===== src/design/ddr_xfer_pkg.sv =====
`default_nettype none

package ddr_xfer_pkg;

	localparam int DDR_ADDR_W  = 29;
	localparam int DATA_W      = 128;
	localparam int BURST_BEATS = 4;
	localparam int BURST_LEN   = BURST_BEATS - 1;  // axi len code
	localparam int BURST_BYTES = 64;               // 4 beats of 16 bytes
	localparam int SEG_COUNT   = 8;

	typedef logic [DDR_ADDR_W-1:0] ddr_addr_t;
	typedef logic [DATA_W-1:0]     ddr_data_t;
	typedef logic [31:0]           burst_cnt_t;

	// one list slot, head in the upper half
	typedef struct packed {
		logic [31:0] head;
		burst_cnt_t  num;
	} seg_t;

	// whole write list, slot 0 in the low bits
	typedef seg_t [SEG_COUNT-1:0] wr_cfg_t;

endpackage

`default_nettype wire


===== src/design/seg_if.sv =====
`timescale 1ns/1ps
`default_nettype none

interface seg_if;
	import ddr_xfer_pkg::*;

	ddr_addr_t  head;       // address of first burst
	burst_cnt_t num;        // bursts in the segment
	logic       seg_start;
	logic       last_seg;   // nothing left in the list after this one
	logic       seg_done;   // final wlast of the segment accepted

	modport list (output head, num, seg_start, last_seg, input seg_done);
	modport addr (input head, num, seg_start);
	modport data (input num, seg_start, last_seg, output seg_done);

endinterface

`default_nettype wire


===== src/design/ddr_xfer_top.sv =====
`timescale 1ns/1ps
`default_nettype none

module ddr_xfer_top #(
	parameter int BUF_DEPTH = 16
) (
	input  wire                                     ddr_user_clk,
	input  wire                                     ddr_user_sync_rst,
	input  wire                                     cfg_valid,
	input  wire ddr_xfer_pkg::wr_cfg_t              cfg_value_wr_ddr,
	input  wire ddr_xfer_pkg::seg_t                 cfg_value_rd_ddr,
	input  wire                                     init_calib_complete,
	input  wire                                     ddr_to_mac_start,
	input  wire ddr_xfer_pkg::ddr_data_t            mac_to_ddr_fifo_dout,
	input  wire                                     mac_to_ddr_fifo_empty,
	output logic                                    mac_to_ddr_fifo_rd_en,
	output logic                                    mac_to_ddr_done,
	output ddr_xfer_pkg::ddr_data_t                 ddr_to_mac_data,
	output logic                                    ddr_to_mac_data_valid,
	output ddr_xfer_pkg::ddr_addr_t                 ddr4_axi_awaddr,
	output logic [7:0]                              ddr4_axi_awlen,
	output logic                                    ddr4_axi_awvalid,
	input  wire                                     ddr4_axi_awready,
	output ddr_xfer_pkg::ddr_data_t                 ddr4_axi_wdata,
	output logic [ddr_xfer_pkg::DATA_W/8-1:0]       ddr4_axi_wstrb,
	output logic                                    ddr4_axi_wlast,
	output logic                                    ddr4_axi_wvalid,
	input  wire                                     ddr4_axi_wready,
	input  wire                                     ddr4_axi_bvalid,
	output logic                                    ddr4_axi_bready,
	output ddr_xfer_pkg::ddr_addr_t                 ddr4_axi_araddr,
	output logic [7:0]                              ddr4_axi_arlen,
	output logic                                    ddr4_axi_arvalid,
	input  wire                                     ddr4_axi_arready,
	input  wire ddr_xfer_pkg::ddr_data_t            ddr4_axi_rdata,
	input  wire                                     ddr4_axi_rvalid,
	input  wire                                     ddr4_axi_rlast,
	output logic                                    ddr4_axi_rready
);
	import ddr_xfer_pkg::*;

	seg_if seg ();

	// fixed 4-beat bursts, all byte lanes written
	assign ddr4_axi_awlen = 8'(BURST_LEN);
	assign ddr4_axi_arlen = 8'(BURST_LEN);
	assign ddr4_axi_wstrb = '1;

	// write responses are taken as they come, bvalid only seen by the slave side
	always_ff @(posedge ddr_user_clk) begin
		if (ddr_user_sync_rst)
			ddr4_axi_bready <= 1'b0;
		else if (init_calib_complete)
			ddr4_axi_bready <= 1'b1;
	end

	wr_segment_list i_wr_segment_list (
		.ddr_user_clk        (ddr_user_clk),
		.ddr_user_sync_rst   (ddr_user_sync_rst),
		.cfg_valid           (cfg_valid),
		.cfg_value           (cfg_value_wr_ddr),
		.init_calib_complete (init_calib_complete),
		.fifo_empty          (mac_to_ddr_fifo_empty),
		.seg                 (seg)
	);

	wr_addr_gen i_wr_addr_gen (
		.ddr_user_clk      (ddr_user_clk),
		.ddr_user_sync_rst (ddr_user_sync_rst),
		.seg               (seg),
		.awaddr            (ddr4_axi_awaddr),
		.awvalid           (ddr4_axi_awvalid),
		.awready           (ddr4_axi_awready)
	);

	wr_data_path #(
		.BUF_DEPTH (BUF_DEPTH)
	) i_wr_data_path (
		.ddr_user_clk      (ddr_user_clk),
		.ddr_user_sync_rst (ddr_user_sync_rst),
		.seg               (seg),
		.fifo_rd_en        (mac_to_ddr_fifo_rd_en),
		.fifo_dout         (mac_to_ddr_fifo_dout),
		.fifo_empty        (mac_to_ddr_fifo_empty),
		.wdata             (ddr4_axi_wdata),
		.wvalid            (ddr4_axi_wvalid),
		.wlast             (ddr4_axi_wlast),
		.wready            (ddr4_axi_wready),
		.done              (mac_to_ddr_done)
	);

	rd_channel i_rd_channel (
		.ddr_user_clk        (ddr_user_clk),
		.ddr_user_sync_rst   (ddr_user_sync_rst),
		.init_calib_complete (init_calib_complete),
		.start               (ddr_to_mac_start),
		.cfg_value           (cfg_value_rd_ddr),
		.araddr              (ddr4_axi_araddr),
		.arvalid             (ddr4_axi_arvalid),
		.arready             (ddr4_axi_arready),
		.rdata               (ddr4_axi_rdata),
		.rvalid              (ddr4_axi_rvalid),
		.rlast               (ddr4_axi_rlast),
		.rready              (ddr4_axi_rready),
		.mac_data            (ddr_to_mac_data),
		.mac_data_valid      (ddr_to_mac_data_valid)
	);

endmodule

`default_nettype wire


===== src/design/rd_channel.sv =====
`timescale 1ns/1ps
`default_nettype none

module rd_channel (
	input  wire                          ddr_user_clk,
	input  wire                          ddr_user_sync_rst,
	input  wire                          init_calib_complete,
	input  wire                          start,
	input  wire ddr_xfer_pkg::seg_t      cfg_value,
	output ddr_xfer_pkg::ddr_addr_t      araddr,
	output logic                         arvalid,
	input  wire                          arready,
	input  wire ddr_xfer_pkg::ddr_data_t rdata,
	input  wire                          rvalid,
	input  wire                          rlast,
	output logic                         rready,
	output ddr_xfer_pkg::ddr_data_t      mac_data,
	output logic                         mac_data_valid
);
	import ddr_xfer_pkg::*;

	burst_cnt_t rd_num;     // bursts requested by the strobe
	burst_cnt_t ar_cnt;
	burst_cnt_t r_cnt;      // completed bursts
	logic       gate;       // forwarding window to the mac
	logic       ar_fire;
	logic       r_end;

	assign ar_fire = arvalid && arready;
	assign r_end   = gate && rvalid && rready && rlast;

	// read word is head low, count high
	always_ff @(posedge ddr_user_clk) begin
		if (ddr_user_sync_rst) begin
			rd_num  <= '0;
			arvalid <= 1'b0;
			ar_cnt  <= '0;
		end else if (start) begin
			rd_num  <= cfg_value[63:32];
			arvalid <= (cfg_value[63:32] != '0);
			ar_cnt  <= '0;
		end else if (ar_fire) begin
			if (ar_cnt == rd_num - 32'd1) begin
				arvalid <= 1'b0;
				ar_cnt  <= '0;
			end else begin
				ar_cnt <= ar_cnt + 32'd1;
			end
		end
	end

	always_ff @(posedge ddr_user_clk) begin
		if (start)
			araddr <= cfg_value[DDR_ADDR_W-1:0];
		else if (ar_fire)
			araddr <= araddr + DDR_ADDR_W'(BURST_BYTES);
	end

	always_ff @(posedge ddr_user_clk) begin
		if (ddr_user_sync_rst) begin
			gate  <= 1'b0;
			r_cnt <= '0;
		end else if (start) begin
			gate  <= (cfg_value[63:32] != '0);
			r_cnt <= '0;
		end else if (r_end) begin
			if (r_cnt == rd_num - 32'd1) begin
				gate  <= 1'b0;  // last burst back
				r_cnt <= '0;
			end else begin
				r_cnt <= r_cnt + 32'd1;
			end
		end
	end

	always_ff @(posedge ddr_user_clk) begin
		if (ddr_user_sync_rst)
			rready <= 1'b0;
		else
			rready <= init_calib_complete;
	end

	assign mac_data       = rdata;
	assign mac_data_valid = rvalid && gate;  // no back-pressure from the mac

endmodule

`default_nettype wire


===== src/design/wr_addr_gen.sv =====
`timescale 1ns/1ps
`default_nettype none

module wr_addr_gen (
	input  wire                      ddr_user_clk,
	input  wire                      ddr_user_sync_rst,
	seg_if.addr                      seg,
	output ddr_xfer_pkg::ddr_addr_t  awaddr,
	output logic                     awvalid,
	input  wire                      awready
);
	import ddr_xfer_pkg::*;

	burst_cnt_t aw_cnt;   // aw transfers done in this segment
	logic       aw_fire;
	logic       aw_last;

	assign aw_fire = awvalid && awready;
	assign aw_last = (aw_cnt == seg.num - 32'd1);

	always_ff @(posedge ddr_user_clk) begin
		if (ddr_user_sync_rst) begin
			awvalid <= 1'b0;
			aw_cnt  <= '0;
		end else if (seg.seg_start) begin
			awvalid <= (seg.num != '0);
			aw_cnt  <= '0;
		end else if (aw_fire) begin
			if (aw_last) begin
				awvalid <= 1'b0;  // segment fully requested
				aw_cnt  <= '0;
			end else begin
				aw_cnt <= aw_cnt + 32'd1;
			end
		end
	end

	// address held stable until accepted
	always_ff @(posedge ddr_user_clk) begin
		if (seg.seg_start)
			awaddr <= seg.head;
		else if (aw_fire)
			awaddr <= awaddr + DDR_ADDR_W'(BURST_BYTES);
	end

endmodule

`default_nettype wire


===== src/design/wr_data_path.sv =====
`timescale 1ns/1ps
`default_nettype none

module wr_data_path #(
	parameter int BUF_DEPTH = 16
) (
	input  wire                          ddr_user_clk,
	input  wire                          ddr_user_sync_rst,
	seg_if.data                          seg,
	output logic                         fifo_rd_en,
	input  wire ddr_xfer_pkg::ddr_data_t fifo_dout,
	input  wire                          fifo_empty,
	output ddr_xfer_pkg::ddr_data_t      wdata,
	output logic                         wvalid,
	output logic                         wlast,
	input  wire                          wready,
	output logic                         done
);
	import ddr_xfer_pkg::*;

	localparam int PTR_W  = $clog2(BUF_DEPTH);
	localparam int BEAT_W = $clog2(BURST_BEATS);
	localparam logic [BEAT_W-1:0] LAST_BEAT = BEAT_W'(BURST_LEN);

	ddr_data_t         buf_mem [BUF_DEPTH];
	logic [PTR_W-1:0]  wr_ptr;
	logic [PTR_W-1:0]  rd_ptr;
	logic [PTR_W:0]    fill;       // 0 .. BUF_DEPTH
	logic              push;
	logic              pop;
	logic              active;     // segment still owes fifo words
	logic [BEAT_W-1:0] rd_beat;
	burst_cnt_t        rd_burst;
	logic [BEAT_W-1:0] w_beat;
	burst_cnt_t        w_burst;
	logic              w_burst_last;

	// full when the top bit of fill is set
	assign fifo_rd_en = active && !fifo_empty && !fill[PTR_W];
	assign push       = fifo_rd_en;
	assign pop        = wvalid && wready;

	always_ff @(posedge ddr_user_clk) begin
		if (ddr_user_sync_rst) begin
			active   <= 1'b0;
			rd_beat  <= '0;
			rd_burst <= '0;
		end else if (seg.seg_start) begin
			active   <= (seg.num != '0);
			rd_beat  <= '0;
			rd_burst <= '0;
		end else if (push) begin
			rd_beat <= (rd_beat == LAST_BEAT) ? '0 : rd_beat + 1'b1;
			if (rd_beat == LAST_BEAT) begin
				if (rd_burst == seg.num - 32'd1) begin
					active   <= 1'b0;  // all words of the segment fetched
					rd_burst <= '0;
				end else begin
					rd_burst <= rd_burst + 32'd1;
				end
			end
		end
	end

	always_ff @(posedge ddr_user_clk) begin
		if (push)
			buf_mem[wr_ptr] <= fifo_dout;
	end

	always_ff @(posedge ddr_user_clk) begin
		if (ddr_user_sync_rst) begin
			wr_ptr <= '0;
			rd_ptr <= '0;
			fill   <= '0;
		end else begin
			if (push)
				wr_ptr <= wr_ptr + 1'b1;
			if (pop)
				rd_ptr <= rd_ptr + 1'b1;
			case ({push, pop})
				2'b10:   fill <= fill + 1'b1;
				2'b01:   fill <= fill - 1'b1;
				default: fill <= fill;
			endcase
		end
	end

	assign wvalid       = (fill != '0);
	assign wdata        = buf_mem[rd_ptr];
	assign wlast        = wvalid && (w_beat == LAST_BEAT);
	assign w_burst_last = (w_burst == seg.num - 32'd1);
	assign seg.seg_done = pop && wlast && w_burst_last;

	always_ff @(posedge ddr_user_clk) begin
		if (ddr_user_sync_rst) begin
			w_beat  <= '0;
			w_burst <= '0;
		end else if (pop) begin
			w_beat <= wlast ? '0 : w_beat + 1'b1;
			if (wlast)
				w_burst <= w_burst_last ? '0 : w_burst + 32'd1;
		end
	end

	always_ff @(posedge ddr_user_clk) begin
		if (ddr_user_sync_rst)
			done <= 1'b0;
		else
			done <= seg.seg_done && seg.last_seg;  // end of the whole list
	end

endmodule

`default_nettype wire


===== src/design/wr_segment_list.sv =====
`timescale 1ns/1ps
`default_nettype none

module wr_segment_list (
	input  wire                        ddr_user_clk,
	input  wire                        ddr_user_sync_rst,
	input  wire                        cfg_valid,
	input  wire ddr_xfer_pkg::wr_cfg_t cfg_value,
	input  wire                        init_calib_complete,
	input  wire                        fifo_empty,
	seg_if.list                        seg
);
	import ddr_xfer_pkg::*;

	wr_cfg_t cfg_list;  // slots not yet handed out
	logic    armed;
	logic    start;
	logic    advance;

	// a new cfg_valid wins over a start in the same cycle
	assign start    = armed && !cfg_valid && !fifo_empty && init_calib_complete;
	assign advance  = start || (seg.seg_done && cfg_list != '0);
	assign seg.last_seg = (cfg_list == '0);

	always_ff @(posedge ddr_user_clk) begin
		if (ddr_user_sync_rst)
			armed <= 1'b0;
		else if (cfg_valid)
			armed <= 1'b1;
		else if (start)
			armed <= 1'b0;  // one run per load
	end

	always_ff @(posedge ddr_user_clk) begin
		if (ddr_user_sync_rst)
			cfg_list <= '0;
		else if (cfg_valid)
			cfg_list <= cfg_value;
		else if (advance)
			cfg_list <= {seg_t'('0), cfg_list[SEG_COUNT-1:1]};  // drop slot 0
	end

	always_ff @(posedge ddr_user_clk) begin
		if (advance) begin
			seg.head <= cfg_list[0].head[DDR_ADDR_W-1:0];
			seg.num  <= cfg_list[0].num;
		end
	end

	always_ff @(posedge ddr_user_clk) begin
		if (ddr_user_sync_rst)
			seg.seg_start <= 1'b0;
		else
			seg.seg_start <= advance;  // same edge as head/num load
	end

endmodule

`default_nettype wire


===== config.mk =====
export PLATFORM = sky130hd
export DESIGN_NAME = ddr_xfer_top
export DESIGN_NICKNAME = d
export VERILOG_FILES = /design/src/design/ddr_xfer_pkg.sv /design/src/design/seg_if.sv /design/src/design/ddr_xfer_top.sv /design/src/design/rd_channel.sv /design/src/design/wr_addr_gen.sv /design/src/design/wr_data_path.sv /design/src/design/wr_segment_list.sv
export SDC_FILE = /design/constraint.sdc
export NUM_CORES = 2
export LEC_CHECK = 0
export ABC_AREA = 1
export BUFFER_PORTS_ARGS = -buffer_cell sky130_fd_sc_hd__buf_4
export CAP_MARGIN = 20
export CORE_MARGIN = 5
export CORE_UTILIZATION = 40
export CTS_CLUSTER_DIAMETER = 50
export DETAILED_ROUTE_END_ITERATION = 10
export PLACE_DENSITY = 0.65
export SLEW_MARGIN = 10
export SYNTH_ARGS = -nofsm -noshare
export SYNTH_HDL_FRONTEND = slang
export SYNTH_SLANG_ARGS = --single-unit

===== constraint.sdc =====
create_clock -name ddr_user_clk -period 9 [get_ports ddr_user_clk]
set_input_delay 1.35 -clock ddr_user_clk [delete_from_list [all_inputs] [get_ports ddr_user_clk]]
set_output_delay 1.35 -clock ddr_user_clk [all_outputs]
set_load 0.1 [all_outputs]

==> results.yml <==
run_status:
  status: "complete, no violations"
route:
  drtPass1Iterations: 6
  drc: 0
  drt_iter0_drc: 9277
  ant_nets: 0
  via_per_inst: 5.37
  vias: 91300
  wl_per_cell_um: 23.8
  drt-total-wl_mm: 405
clock_tree:
  cts_setup_buffers: 0
  numCtsBuffers: 345
  clk_path_buf_depth: 4
  hold_buffers: 0
  htreeDepth: 5
  cts_tree: "done"
  clock_sinks: 2901
  clk_latency_ns: 0.93
  cts-root-buf: "clkbuf_16"
  ctsResizeCount: 0
  clk_pin_slew_ns: 0.06
synthesis:
  yosys.area.top_type: "edfxtp_1"
  synth_most_common_cell: "nor2_1"
  synth.avg_cell_area_um2: 10.3
  synth_ff_type: "edfxtp_1"
  ys_seq_area_share_pct: 64.2
  yosys_warnings: 0
  syn_inst: 12000
  ys_top_cells_by_area: "edfxtp_1, dfxtp_1, nor2_1"
  synth.top_cell.area_share_pct: 52.3
  yosys-top-cells-count: "nor2_1, edfxtp_1, nand2_1, o21ai_0, dfxtp_1"
  yosys.cell_types.count: 55
  ys_seq_elements: 2901
  synthArstFlopShare_pct: 0
  netlist_area_um2: 124000
  synth-edff-count: 2167
setup_path:
  timing.rr.start: "i_wr_segment_list.seg.num[0]"
  crit_path_end: "ddr4_axi_wdata[109]"
  cp.arrival_ns: 4.80
  crit_type: "register to output port"
  cp-end-kind: "output port"
  worstReg2RegEnd: "i_wr_segment_list.cfg_list[144]"
  worst_setup_path_start_kind: "register"
  path_cells: "buf_12, buf_4, o21ai_0, o22ai_1, nor2_1, o21ai_0, buf_4"
  worstPathRequired_ns: 7.65
  slowest_delay_ns: 0.97
  worstPathMaxFanout: 220
  slowest_stage: "buf_4"
  r2r_setup_slack_ns: 3.84
  ff2ff_path_depth: 20
global_routing:
  grt_max_degree: 254
  antenna_found_initial: 90
  grt_usage_pct: 23.9
  overflow: 0
  grt_pass1_vias: 84400
  grt_pass1_wl_mm: 577
placed_design:
  pre_cts_ws_ns: 3.77
  place.gp.congestion: 0.941
  placed_area_um2: 133000
  port_buffers: 906
  dpl.hpwl_mm: 252
timing:
  finalSetupViolCount: 0
  tightestPinTransition_ns: 1.37
  fmaxAchievable_ghz: 0.162
  relSlewSlack_pct: 8.74
  layout_setup_ws_ns: 2.85
  fin_skew_ns: 0.0918
  period_needed_ns: 6.15
  slew_violations: 0
  fin_crit_sh_pct: 68.4
  hold_violations: 0
  tns_ns: 0
  rsz0062_at_grt: "false"
die:
  core_area_um2: 309000
  die_y_um: 568
  die_width_um: 568
  io_pins: 1199
  std_cell_rows: 204
  start_util_pct: 40.2
  dieArea_um2: 322000
final_layout:
  utilization_pct: 46.9
  stdcell_area_um2: 145000
  nNetsFinal: 13400
  areaGrowthSynthToFinish_pct: 16.5
  n_fill_cell: 28600
  layout-drive-gt1-share_pct: 12.4
pwr:
  peakVddDrop_v: 0.000368
  power_density_nw_per_um2: 261
  total_power_mw: 37.8
  p_leak_nw: 53.9
hold_path:
  min_path_type: "register to register"
flow_run:
  cap_violations: 0
[metrics by stage]
stage | hold WS (ns) | cells
after floorplan | 0.431 | 12100
after global placement | 0.438 | 16300
after detailed placement | 0.444 | 16300
after CTS | 0.437 | 17000
after global routing | 0.457 | 17000
final | 0.441 | 17000
[worst min-delay path by stage]
stage,start,endpoint,slack (ns),cells past startpoint
finish,i_wr_segment_list.cfg_list[6],i_wr_segment_list.seg.num[6],0.44,0
global route,i_wr_segment_list.cfg_list[6],i_wr_segment_list.seg.num[6],0.46,0
global placement,i_wr_segment_list.cfg_list[14],i_wr_segment_list.seg.num[14],0.44,0
floorplan,i_wr_segment_list.cfg_list[43],i_wr_segment_list.seg.head[11],0.43,0
detailed placement,i_wr_segment_list.cfg_list[6],i_wr_segment_list.seg.num[6],0.44,0
CTS,i_wr_segment_list.cfg_list[6],i_wr_segment_list.seg.num[6],0.44,0
[worst max-delay path: cells and delay by family (launching register included)]
kind | cells | cell delay (ns)
flops | 1 | 0.54
buf+inv | 3 | 2.09
simple gates | 1 | 0.05
compound gates | 3 | 1.11
[sequential cells by signal, indices dropped and copies added (netlist names), 5 cells and up, named ones only]
register                    count
i_wr_addr_gen.aw_cnt           32
i_wr_addr_gen.awaddr           29
i_wr_data_path.w_burst         32
i_wr_data_path.rd_burst        32
i_wr_segment_list.cfg_list    512
i_wr_data_path.buf_mem       2048
i_rd_channel.ar_cnt            32
i_wr_data_path.fill             5
i_wr_segment_list.seg.num      32
i_rd_channel.rd_num            32
i_rd_channel.r_cnt             32
i_rd_channel.araddr            29
i_wr_segment_list.seg.head     29
[logic make-up (layout without fill, tap and decap cells)]
family | count (synthesis) | after routing | synth area share [%]
adders and majority gates | 21 | 21 | 0.217
xor gates and xnor gates | 191 | 191 | 1.38
buffers and inverters | 1312 | 2088 | 4.78
AOI/OAI and AO/OA | 2096 | 2096 | 9.80
and+or+nand+nor | 5111 | 5111 | 16.5
other | 2 | 92 | 0.00604
muxes | 392 | 392 | 3.16
DFF | 2901 | 2901 | 64.2
[routing by layer]
metal	global-route usage [%]	vias to the layer above	share of wire [%]
li1	-	43000	-
met1	31.4	43900	41
met2	36.4	3488	45
met3	5.89	818	9.0
met4	13.1	40	5.8
met5	0	-	0.062
[layout by cell type, fill, tap and decap left out, types with 18 or more instances in the layout]
cell	netlist	layout
inv_6	0	18
clkinv_2	0	57
bufinv_16	0	19
clkbuf_16	0	350
nor2_4	3	19
o221ai_1	283	283
nand3_1	340	340
nand4_1	93	93
clkinv_1	5	54
clkbuf_1	548	59
clkinv_4	0	18
o21ai_0	1240	1240
nor3_1	100	99
dfxtp_1	734	729
mux2i_1	392	392
buf_4	172	974
clkinvlp_4	0	18
nor4_1	140	140
xor2_1	159	159
inv_1	441	439
a21oi_1	183	183
o22ai_1	269	269
diode_2	0	60
o211ai_1	86	86
xnor2_1	29	29
conb_1	2	32
edfxtp_1	2167	2167
nand2_1	1816	1815
ha_1	20	20
nor2_1	2564	2547
buf_12	0	29
[where the power goes]
part	internal (mW)	switching (mW)
Clock	7.87	5.74
Combinational	2.28	7.02
Sequential	14.6	0.285
Total	24.7	13.0
[final cells by class]
type,count,area (um2),share of cell area (%)
timing repair buffer,1006,7960,5.50
multi-input combinational,7843,38900,26.8
tap,4120,5150,3.56
antenna,60,150,0.104
clock inverter,208,2080,1.43
inverter,453,1740,1.20
clock buffer,421,9140,6.31
sequential,2901,79800,55.1
No activity file was read; power rests on OpenSTA's default activity.
